**src/verilog/adder_cfg_pkg.sv**
```systemverilog
// operand width, word type and pipeline depth shared by the adder top level and its testbench
package adder_cfg_pkg;

   // default operand width, any power of two from 16 up
   localparam int DEF_WIDTH = 64;

   // register stages between the inputs and the outputs
   localparam int PIPE_DEPTH = 4;

   // operand or sum at the default width
   typedef logic [DEF_WIDTH-1:0] word_t;

endpackage

```
**src/verilog/prefix_tree_pkg.sv**
```systemverilog
// carry-tree geometry for the Brent-Kung / Kogge-Stone stages, imported by each tree stage
package prefix_tree_pkg;

   // Brent-Kung up-sweep levels ahead of the Kogge-Stone spans
   localparam int BK_LEVELS = 2;

   // span held by each group position once the up-sweep is done
   localparam int GROUP_SIZE = 1 << BK_LEVELS;

   // Kogge-Stone levels needed to cover all group positions
   function automatic int ks_levels(input int width);
      return $clog2(width / GROUP_SIZE);
   endfunction

endpackage

```
**src/verilog/pg_stage.sv**
```systemverilog
// first adder pipeline stage, registers the propagate and generate vectors with cin at position 0
`timescale 1ns/100ps

module pg_stage #(
   parameter int WIDTH = 64
) (
   input  logic             clk,
   input  logic             rst_n,
   input  logic             in_valid,
   input  logic [WIDTH-1:0] a,
   input  logic [WIDTH-1:0] b,
   input  logic             cin,
   output logic             valid,
   output logic [WIDTH:0]   gp_g,
   output logic [WIDTH:0]   gp_p,
   output logic [WIDTH-1:0] p_bits
);

   logic [WIDTH-1:0] xor_bits;
   logic [WIDTH-1:0] and_bits;

   assign xor_bits = a ^ b;
   assign and_bits = a & b;

   always_ff @(posedge clk) begin
      if (!rst_n) begin
         valid <= 1'b0;
      end else begin
         valid <= in_valid;
      end
   end

   // carry-in acts as a generate that nothing can propagate through
   always_ff @(posedge clk) begin
      if (in_valid) begin
         gp_g   <= {and_bits, cin};
         gp_p   <= {xor_bits, 1'b0};
         p_bits <= xor_bits;
      end
   end

endmodule

```
**src/verilog/bk_reduce_stage.sv**
```systemverilog
// second adder pipeline stage, Brent-Kung up-sweep that builds pair and group-of-four prefixes
`timescale 1ns/100ps

module bk_reduce_stage import prefix_tree_pkg::*; #(
   parameter int WIDTH = 64
) (
   input  logic             clk,
   input  logic             rst_n,
   input  logic             valid_in,
   input  logic [WIDTH:0]   gp_g_in,
   input  logic [WIDTH:0]   gp_p_in,
   input  logic [WIDTH-1:0] p_bits_in,
   output logic             valid,
   output logic [WIDTH:0]   gp_g,
   output logic [WIDTH:0]   gp_p,
   output logic [WIDTH-1:0] p_bits
);

   logic [WIDTH:0] g_lvl [0:BK_LEVELS];
   logic [WIDTH:0] p_lvl [0:BK_LEVELS];

   // level l joins the top of each 2d block with the position d below
   always_comb begin
      g_lvl[0] = gp_g_in;
      p_lvl[0] = gp_p_in;
      for (int l = 0; l < BK_LEVELS; l++) begin
         g_lvl[l+1] = g_lvl[l];
         p_lvl[l+1] = p_lvl[l];
         for (int i = 0; i <= WIDTH; i++) begin
            if (i % (GROUP_SIZE >> (BK_LEVELS - l - 1)) ==
                (GROUP_SIZE >> (BK_LEVELS - l - 1)) - 1) begin
               g_lvl[l+1][i] = g_lvl[l][i] |
                               (p_lvl[l][i] & g_lvl[l][i - (GROUP_SIZE >> (BK_LEVELS - l))]);
               p_lvl[l+1][i] = p_lvl[l][i] & p_lvl[l][i - (GROUP_SIZE >> (BK_LEVELS - l))];
            end
         end
      end
   end

   always_ff @(posedge clk) begin
      if (!rst_n) begin
         valid <= 1'b0;
      end else begin
         valid <= valid_in;
      end
   end

   always_ff @(posedge clk) begin
      if (valid_in) begin
         gp_g   <= g_lvl[BK_LEVELS];
         gp_p   <= p_lvl[BK_LEVELS];
         p_bits <= p_bits_in;
      end
   end

endmodule

```
**src/verilog/ks_span_stage.sv**
```systemverilog
// third adder pipeline stage, Kogge-Stone spans across the group-of-four positions
`timescale 1ns/100ps

module ks_span_stage import prefix_tree_pkg::*; #(
   parameter int WIDTH = 64
) (
   input  logic             clk,
   input  logic             rst_n,
   input  logic             valid_in,
   input  logic [WIDTH:0]   gp_g_in,
   input  logic [WIDTH:0]   gp_p_in,
   input  logic [WIDTH-1:0] p_bits_in,
   output logic             valid,
   output logic [WIDTH:0]   gp_g,
   output logic [WIDTH:0]   gp_p,
   output logic [WIDTH-1:0] p_bits
);

   localparam int KS_N = ks_levels(WIDTH);

   logic [WIDTH:0] g_lvl [0:KS_N];
   logic [WIDTH:0] p_lvl [0:KS_N];

   // every level reads only the previous one, so all spans at a level run in parallel
   always_comb begin
      g_lvl[0] = gp_g_in;
      p_lvl[0] = gp_p_in;
      for (int k = 0; k < KS_N; k++) begin
         g_lvl[k+1] = g_lvl[k];
         p_lvl[k+1] = p_lvl[k];
         for (int i = 0; i <= WIDTH; i++) begin
            if ((i % GROUP_SIZE == GROUP_SIZE - 1) && (i >= (GROUP_SIZE << k))) begin
               g_lvl[k+1][i] = g_lvl[k][i] | (p_lvl[k][i] & g_lvl[k][i - (GROUP_SIZE << k)]);
               p_lvl[k+1][i] = p_lvl[k][i] & p_lvl[k][i - (GROUP_SIZE << k)];
            end
         end
      end
   end

   always_ff @(posedge clk) begin
      if (!rst_n) begin
         valid <= 1'b0;
      end else begin
         valid <= valid_in;
      end
   end

   // group positions now carry the full prefix from cin
   always_ff @(posedge clk) begin
      if (valid_in) begin
         gp_g   <= g_lvl[KS_N];
         gp_p   <= p_lvl[KS_N];
         p_bits <= p_bits_in;
      end
   end

endmodule

```
**src/verilog/sum_stage.sv**
```systemverilog
// last adder pipeline stage, Brent-Kung fill of the remaining carries and the registered sum
`timescale 1ns/100ps

module sum_stage import prefix_tree_pkg::*; #(
   parameter int WIDTH = 64
) (
   input  logic             clk,
   input  logic             rst_n,
   input  logic             valid_in,
   input  logic [WIDTH:0]   gp_g_in,
   input  logic [WIDTH:0]   gp_p_in,
   input  logic [WIDTH-1:0] p_bits_in,
   output logic             out_valid,
   output logic [WIDTH-1:0] sum,
   output logic             cout
);

   logic [WIDTH:0] g_fill [0:BK_LEVELS];

   // down-sweep, first half-group then single steps
   // each step touches positions no later step revisits, so the input propagates suffice
   always_comb begin
      g_fill[0] = gp_g_in;
      for (int l = 0; l < BK_LEVELS; l++) begin
         g_fill[l+1] = g_fill[l];
         for (int i = 0; i <= WIDTH; i++) begin
            if ((i % (GROUP_SIZE >> l) == (GROUP_SIZE >> (l + 1)) - 1) &&
                (i >= (GROUP_SIZE >> (l + 1)))) begin
               g_fill[l+1][i] = g_fill[l][i] |
                                (gp_p_in[i] & g_fill[l][i - (GROUP_SIZE >> (l + 1))]);
            end
         end
      end
   end

   always_ff @(posedge clk) begin
      if (!rst_n) begin
         out_valid <= 1'b0;
      end else begin
         out_valid <= valid_in;
      end
   end

   // position k holds the carry into operand bit k
   always_ff @(posedge clk) begin
      if (valid_in) begin
         sum  <= p_bits_in ^ g_fill[BK_LEVELS][WIDTH-1:0];
         cout <= g_fill[BK_LEVELS][WIDTH];
      end
   end

endmodule

```
**src/verilog/prefix_adder_top.sv**
```systemverilog
// four-stage pipelined hybrid prefix adder, top level instantiated by the testbench or a parent
`timescale 1ns/100ps

module prefix_adder_top import adder_cfg_pkg::*; #(
   parameter int WIDTH = DEF_WIDTH
) (
   input  logic             clk,
   input  logic             rst_n,
   input  logic             in_valid,
   input  logic [WIDTH-1:0] a,
   input  logic [WIDTH-1:0] b,
   input  logic             cin,
   output logic             out_valid,
   output logic [WIDTH-1:0] sum,
   output logic             cout
);

   logic             valid_pg;
   logic             valid_bk;
   logic             valid_ks;
   logic [WIDTH:0]   g_pg;
   logic [WIDTH:0]   p_pg;
   logic [WIDTH:0]   g_bk;
   logic [WIDTH:0]   p_bk;
   logic [WIDTH:0]   g_ks;
   logic [WIDTH:0]   p_ks;
   logic [WIDTH-1:0] xor_pg;
   logic [WIDTH-1:0] xor_bk;
   logic [WIDTH-1:0] xor_ks;

   pg_stage #(.WIDTH(WIDTH)) pg_stage_i (
      .clk(clk), .rst_n(rst_n), .in_valid(in_valid), .a(a), .b(b), .cin(cin),
      .valid(valid_pg), .gp_g(g_pg), .gp_p(p_pg), .p_bits(xor_pg)
   );

   bk_reduce_stage #(.WIDTH(WIDTH)) bk_reduce_stage_i (
      .clk(clk), .rst_n(rst_n), .valid_in(valid_pg),
      .gp_g_in(g_pg), .gp_p_in(p_pg), .p_bits_in(xor_pg),
      .valid(valid_bk), .gp_g(g_bk), .gp_p(p_bk), .p_bits(xor_bk)
   );

   ks_span_stage #(.WIDTH(WIDTH)) ks_span_stage_i (
      .clk(clk), .rst_n(rst_n), .valid_in(valid_bk),
      .gp_g_in(g_bk), .gp_p_in(p_bk), .p_bits_in(xor_bk),
      .valid(valid_ks), .gp_g(g_ks), .gp_p(p_ks), .p_bits(xor_ks)
   );

   sum_stage #(.WIDTH(WIDTH)) sum_stage_i (
      .clk(clk), .rst_n(rst_n), .valid_in(valid_ks),
      .gp_g_in(g_ks), .gp_p_in(p_ks), .p_bits_in(xor_ks),
      .out_valid(out_valid), .sum(sum), .cout(cout)
   );

endmodule

```
**config.mk**
```make
export PLATFORM = sky130hd
export DESIGN_NAME = prefix_adder_top
export DESIGN_NICKNAME = d
export VERILOG_FILES = /design/src/verilog/adder_cfg_pkg.sv /design/src/verilog/prefix_tree_pkg.sv /design/src/verilog/pg_stage.sv /design/src/verilog/bk_reduce_stage.sv /design/src/verilog/ks_span_stage.sv /design/src/verilog/sum_stage.sv /design/src/verilog/prefix_adder_top.sv
export SDC_FILE = /design/constraint.sdc
export NUM_CORES = 1
export LEC_CHECK = 0
export BUFFER_PORTS_ARGS = -buffer_cell sky130_fd_sc_hd__buf_2
export CAP_MARGIN = 20
export CORE_UTILIZATION = 41
export DETAILED_ROUTE_END_ITERATION = 12
export GPL_TIMING_DRIVEN = 0
export REMOVE_ABC_BUFFERS = 1
export SLEW_MARGIN = 10
export SYNTH_ARGS = -nofsm -noshare
export SYNTH_HDL_FRONTEND = slang
export SYNTH_SLANG_ARGS = --single-unit
```
**constraint.sdc**
```tcl
create_clock -name clk -period 10.86 [get_ports clk]
set_input_delay 0 -clock clk [delete_from_list [all_inputs] [get_ports clk]]
set_output_delay 0 -clock clk [all_outputs]
set_load 0.02 [all_outputs]
```
# == After elaboration in Yosys (flattened, before gate mapping) ==
# Index checks and enable logic that the tools add are counted.
# totals
input_bits,132
out_inout_bits,66
reg_bits,565
# classes
bitwise,371
# op_table
operator,n
$and A1 B1 Y1,224
$or A1 B1 Y1,144
$xor A64 B64 Y64,2
$and A64 B64 Y64,1

# == Logic depth before layout (Yosys ltp) ==
# Gate-level depths: netlist (run 1).
# logic_depth
word_depth,8
depth_mapped,4
ltp_nobuf,4

# == Cells and area by module ==
# A second synthesis (run 1) with hierarchy kept.
# unflattened
cells_unflattened,993
hier_area_um2,20748.6
# modules_own_cells
mod,instances,cells_each,area_per_inst_um2
bk_reduce_stage,1,294,6428.7
ks_span_stage,1,260,6257.3
pg_stage,1,261,5192.5
sum_stage,1,178,2870.3

# == Worst setup path before layout (run 1) ==
# OpenSTA, ideal clock, no wires.
# synth_timing
kind,flip-flop to flip-flop
from,register pg_stage_i.valid
to,register bk_reduce_stage_i.gp_g[0] (enable)
arrival_time_ns,3.766
required_time_ns,10.326
path_stages_with_launch,1
setup_slack_ns,6.561
cell_sequence,dfxtp_1
# synth_rtl
element,line,source
start: declaration,pg_stage.sv:13,"output logic valid,"
start signal: assignment,pg_stage.sv:29,valid <= in_valid;
end signal: assignment,bk_reduce_stage.sv:50,gp_g <= g_lvl[BK_LEVELS];
end: declaration,bk_reduce_stage.sv:14,"output logic [WIDTH:0] gp_g,"
# No word-level cell between the ends.

==> results of run 1 <==
==> worst max-delay path, delay by kind of cell (launching register included) <==
family,cells,cell delay (ps)
AO/OA/AOI/OAI,4,1250
flip-flops,1,390
==> per-layer routing <==
| layer | vias up | share of wire | GRT usage |
|---|---|---|---|
| met3 | 72 | 0.046 | 0.0319 |
| met2 | 182 | 0.50 | 0.237 |
| met1 | 4191 | 0.42 | 0.170 |
| met5 | - | 0 | 0 |
| li1 | 4162 | - | - |
| met4 | 0 | 0.033 | 0.0564 |
==> state kept, by name, summed over array words and instances, names as in the netlist, 15 cells and up <==
signal	count
bk_reduce_stage_i.gp_p	30
ks_span_stage_i.p_bits	64
pg_stage_i.gp_g	65
bk_reduce_stage_i.gp_g	65
sum_stage_i.sum	64
bk_reduce_stage_i.p_bits	64
pg_stage_i.p_bits	64
ks_span_stage_i.gp_g	65
ks_span_stage_i.gp_p	15
==> through the flow <==
| step | worst slack (ps) | instance area [sq um] | hold slack [ps] |
|---|---|---|---|
| 2_1_floorplan | 6560 | 17700 | 98.9 |
| 3_3_place_gp | 5030 | 19300 | 187 |
| 3_5_place_dp | 8850 | 19500 | 196 |
| 4_1_cts | 8820 | 23100 | 131 |
| 5_1_grt | 8790 | 23100 | 136 |
| 6_report | 8880 | 23100 | 166 |
==> area by class of cell <==
type                       count  area share
sequential                   501       0.649
timing repair buffer         398       0.134
multi-input combinational    316       0.114
clock buffer                  57      0.0580
tap                          539      0.0292
clock inverter                37      0.0138
inverter                       7     0.00114
==> repair_timing <==
| action | in CTS | in global routing |
|---|---|---|
| gates resized for setup | 0 | 0 |
| setup endpoints to repair | 0 | 0 |
| endpoints found under the hold margin | 195 | 0 |
| hold buffers | 195 | 0 |
==> logic make-up (layout without fill, tap and decap cells) <==
| logic type | Yosys count | count (layout) |
|---|---|---|
| xor+xnor | 32 | 32 |
| fa+ha+maj | 96 | 96 |
| flops | 501 | 501 |
| compound gates | 101 | 101 |
| buf+inv | 7 | 499 |
| simple gates | 87 | 87 |
==> power by group through the flow <==
stage / Sequential, mW / Clock, mW / Combinational (mW)
after detailed placement: 2.36 / 0 / 0.157
after global placement: 2.38 / 0 / 0.133
after CTS: 2.32 / 1.77 / 0.226
final: 2.32 / 1.72 / 0.226
after floorplan: 2.36 / 0 / 0.0571
after global routing: 2.33 / 1.83 / 0.251
==> worst paths after layout <==
| kind | from | to | slack [ps] | cells after the start |
|---|---|---|---|---|
| setup reg to reg | bk_reduce_stage_i.gp_g[3] | ks_span_stage_i.gp_g[59] | 8880 | 4 |
| setup / recovery | bk_reduce_stage_i.gp_g[3] | ks_span_stage_i.gp_g[59] | 8880 | 4 |
| hold reg to reg | bk_reduce_stage_i.gp_g[62] | ks_span_stage_i.gp_g[62] | 410 | 0 |
| hold / removal | cin | pg_stage_i.gp_g[0] | 170 | 2 |
==> synth_stat cells (all sizes together) <==
cell,number,share of area
a211oi,1,0.00042
a21o,70,0.030
a21oi,12,0.0034
a221oi,1,0.00050
a22o,1,0.00099
a311o,1,0.00064
and2,19,0.0067
and3,16,0.0057
dfxtp,4,0.0045
edfxtp,497,0.84
ha,96,0.068
inv,7,0.0015
nand2,7,0.0015
nand2b,1,0.00035
nand3,1,0.00028
nand4,2,0.00071
nor2,37,0.0079
nor3,1,0.00028
nor3b,1,0.00042
o211ai,1,0.00042
o21a,1,0.00042
o21ai,8,0.0023
o21bai,1,0.00042
o221ai,1,0.00050
o2bb2ai,1,0.00050
o31ai,1,0.00042
o32ai,1,0.00050
or2,2,0.00085
xnor2,31,0.015
xor2,1,0.00050
==> flow_summary.json, run 1 <==
{
  "die_h_um": 210,
  "period_needed_ps": 1980,
  "power_frac_comb": 0.053,
  "grt_max_degree": 68,
  "yosys_warnings": 0,
  "syn_to_final_growth_pct": 30.8,
  "period_share": 0.182,
  "avgRoutedWirePerCell_um": 16.0,
  "diodes": 0,
  "seqCellArea_sq_um": 15000,
  "final_common_cell": "edfxtp_1",
  "io_pins": 198,
  "setup_viol": 0,
  "cap_violations": 0,
  "slowest_delay_ps": 410,
  "start_util": 0.419,
  "synth_compound_area_frac": 0.0412,
  "drive_above_1_share": 0.217,
  "die_w_um": 210,
  "place_hpwl_mm": 18.5,
  "p_switching_mw": 0.843,
  "nets": 1503,
  "p_per_area_nw_per_um2": 184,
  "slew_headroom": 0.541,
  "synth_mux_area_frac": 0,
  "post-route-drc-count": 0,
  "core-area_sq_um": 42200,
  "synthXorXnorAreaFrac": 0.0159,
  "synthCells": 824,
  "antenna_found_initial": 0,
  "power_frac_clock": 0.403,
  "die-area_sq_um": 43900,
  "final-instance-count-excl-fill": 1855,
  "vias": 8607,
  "final_max_slew_viol_count": 0,
  "synth_adder_area_share": 0.0680,
  "clock_skew_ps": 21.6,
  "grt_pass1_vias": 9139,
  "status": "completed",
  "rsz0062_at_grt": "false",
  "min_path_type": "primary input to register",
  "layout_common_cells": "497 x edfxtp_1, 196 x buf_2, 195 x dlygate4sd3_1",
  "yosys.area_share.simple": 0.0246,
  "clk_root_buffer_cell": "clkbuf_16",
  "endpoint_kind": "register",
  "cpMostUsedCell": "a21oi_1",
  "cp_max_fo": 5,
  "post-route-util": 0.548,
  "fin_setup_tns_ps": 0,
  "cp.required_ps": 11100,
  "postRouteAntennaNets": 0,
  "report.power.total_mw": 4.26,
  "p_leak_nw": 8.69,
  "timing.final.hold_violations": 0,
  "clock_path_buffers": 3,
  "synth_top_family_by_area": "adder cells",
  "grt_pass1_wl_mm": 46.5,
  "row_count": 75,
  "syn-cell-area_sq_um": 17700,
  "crit_type": "register to register",
  "vias_per_cell": 4.64,
  "cts_buffers": 51,
  "ys_seq_area_frac": 0.849,
  "ys_types": 33,
  "switching_share": 0.198,
  "fmax_mhz": 505,
  "slowest_stage": "a21oi_1",
  "synth_seq_cells": 501,
  "seqPwrFrac": 0.544,
  "h-tree-depth": 2,
  "postCtsSetupBuffers": 0,
  "path_cells": "a21o_1 > a22o_4 > a21oi_1 > a21oi_1",
  "avgSynthCellArea_sq_um": 21.5,
  "critPathArrivalTime_ps": 2230,
  "grtUsageTotal": 0.139,
  "nFillCells": 3272,
  "cts.clk_slew.worst_paths_ps": 60,
  "overflow": 0,
  "ir_worst_vdd_uv": 143,
  "worstMarginPinSlew_ps": 689,
  "dr.pass1.iters": 4,
  "clock_latency_ps": 570,
  "cts_tree": "built",
  "wl_mm": 29.8,
  "drt_iter0_markers": 434,
  "dp.cells": 1566,
  "multi_input_area_sq_um": 2650,
  "power.internal_mw": 3.42,
  "setup.worst_path.start_class": "register",
  "io_buffers": 197,
  "gp_congestion": 0.764,
  "cts_sinks": 501
}
Note: power is estimated with default switching activity, not from simulation.
==> run 2, diff against run 1 <==
==> constraint.sdc (replaced) <==
create_clock -name clk -period 1.66 [get_ports clk]
set_input_delay 0 -clock clk [delete_from_list [all_inputs] [get_ports clk]]
set_output_delay 0 -clock clk [all_outputs]
set_load 0.02 [all_outputs]
==> flow_summary.json, run 2 (synthesized netlist as in run 1, its figures left out) <==
{
  "drt_iter0_markers": 437,
  "cap_violations": 0,
  "reg2reg_from": "bk_reduce_stage_i.gp_g[3]",
  "design_area_sq_um": 23200,
  "die_w_um": 210,
  "clock_skew_ps": 18.6,
  "worstHoldStart": "cin",
  "crit_type": "register to register",
  "startpoint": "bk_reduce_stage_i.gp_g[3]",
  "p_leak_nw": 8.72,
  "cts_sinks": 501,
  "r2r-end": "ks_span_stage_i.gp_g[55]",
  "syn_to_final_growth_pct": 31.4,
  "critPathArrivalTime_ps": 1930,
  "r2r_slack_ps": 20,
  "setup.worst_path.start_class": "register",
  "period_share": 0.986,
  "grt_pass1_wl_mm": 46.5,
  "crit_end": "ks_span_stage_i.gp_g[55]",
  "wl_mm": 30.0,
  "rsz0062_at_grt": "true",
  "layout_common_cells": "497 x edfxtp_1, 196 x buf_2, 195 x dlygate4sd3_1",
  "diodes": 0,
  "cp.required_ps": 1950,
  "io_buffers": 197,
  "nFillCells": 3259,
  "grtUsageTotal": 0.139,
  "grt_pass1_vias": 9155,
  "drive_above_1_share": 0.227,
  "status": "completed",
  "final_max_slew_viol_count": 0,
  "core-area_sq_um": 42200,
  "worstMarginPinSlew_ps": 632,
  "gp_congestion": 0.764,
  "overflow": 0,
  "fmax_mhz": 611,
  "place_hpwl_mm": 18.5,
  "cts_tree": "built",
  "min_path_type": "primary input to register",
  "period_needed_ps": 1640,
  "reg2reg_depth": 4,
  "die_h_um": 210,
  "ir_worst_vdd_uv": 935,
  "nets": 1507,
  "clock_path_buffers": 3,
  "h-tree-depth": 2,
  "die-area_sq_um": 43900,
  "cp_max_fo": 5,
  "io_pins": 198,
  "hold_depth": 2,
  "endpoint_kind": "register",
  "slew_headroom": 0.578,
  "placed_area_sq_um": 19500,
  "dr.pass1.iters": 4,
  "clk_root_buffer_cell": "clkbuf_16",
  "vias": 8629,
  "post-route-drc-count": 0,
  "row_count": 75,
  "cts.clk_slew.worst_paths_ps": 60,
  "grt_max_degree": 68,
  "setup_viol": 0,
  "start_util": 0.419,
  "cts_buffers": 51,
  "clock_latency_ps": 570,
  "final_common_cell": "edfxtp_1",
  "postRouteAntennaNets": 0,
  "timing.final.hold_violations": 0,
  "p_per_area_nw_per_um2": 1200,
  "vias_per_cell": 4.64,
  "avgRoutedWirePerCell_um": 16.1,
  "post-route-util": 0.550,
  "antenna_found_initial": 0,
  "reg_top3": "bk_reduce_stage_i.gp_g x65, ks_span_stage_i.gp_g x65, pg_stage_i.gp_g x65"
}
[run 2: worst max-delay path, cell delays in order, from the launching register on]
cell	delay [ps]
edfxtp_1	390
a21o_1	230
a22o_4	330
o221ai_4	250
o31ai_2	150
[run 2: area by class of cell]
class / instances / area [sq um] / share of cell area
clock inverter: 37 / 319 / 0.0137
clock buffer: 57 / 1340 / 0.0577
timing repair buffer: 402 / 3140 / 0.135
sequential: 501 / 15000 / 0.646
tap: 539 / 674 / 0.0290
inverter: 7 / 26.3 / 0.00113
multi-input combinational: 316 / 2710 / 0.117
[run 2: worst min path at each step]
| stage | endpoint | slack [ps] |
|---|---|---|
| 2_1_floorplan | pg_stage_i.gp_g[0] | 100 |
| 3_3_place_gp | pg_stage_i.gp_g[0] | 190 |
| 3_5_place_dp | pg_stage_i.gp_g[0] | 200 |
| 4_1_cts | pg_stage_i.gp_g[0] | 130 |
| 5_1_grt | pg_stage_i.gp_g[0] | 140 |
| 6_report | pg_stage_i.gp_g[0] | 170 |
[run 2: per-layer routing]
metal / routed length, um / GRT usage
met1: 12500 / 0.170
met2: 15100 / 0.237
met3: 1370 / 0.0319
met4: 968 / 0.0564
met5: 0 / 0
[run 2: timing repair]
item | 4_1_cts | 5_1_grt
pin swaps | 5 | 4
buffers inserted | 2 | 2
hold buffers | 195 | 0
setup endpoints to repair | 9 | 36
gates resized for setup | 12 | 3
hold endpoints to repair | 195 | 0
[run 2: stage by stage]
stage	total power [mW]	cells	hold slack (ps)	setup slack, ps	setup TNS [ps]
global route	28.9	1859	136	-11.8	-31.6
CTS	28.3	1857	131	-4.79	-5.42
global placement	16.4	1560	187	-4170	-1443670
finish	27.9	1859	166	23.7	0
floorplan	15.8	824	98.9	-2640	-785600
detailed placement	16.4	1566	196	-352	-2030
[run 2: power by group]
group          internal, mW  total (mW)  switching (mW)  leakage (nW)
registers              14.8        15.1           0.326          4.65
logic                 0.851        1.54           0.694          3.24
clock network          6.71        11.2            4.52         0.825
total                  22.4        27.9            5.54          8.72
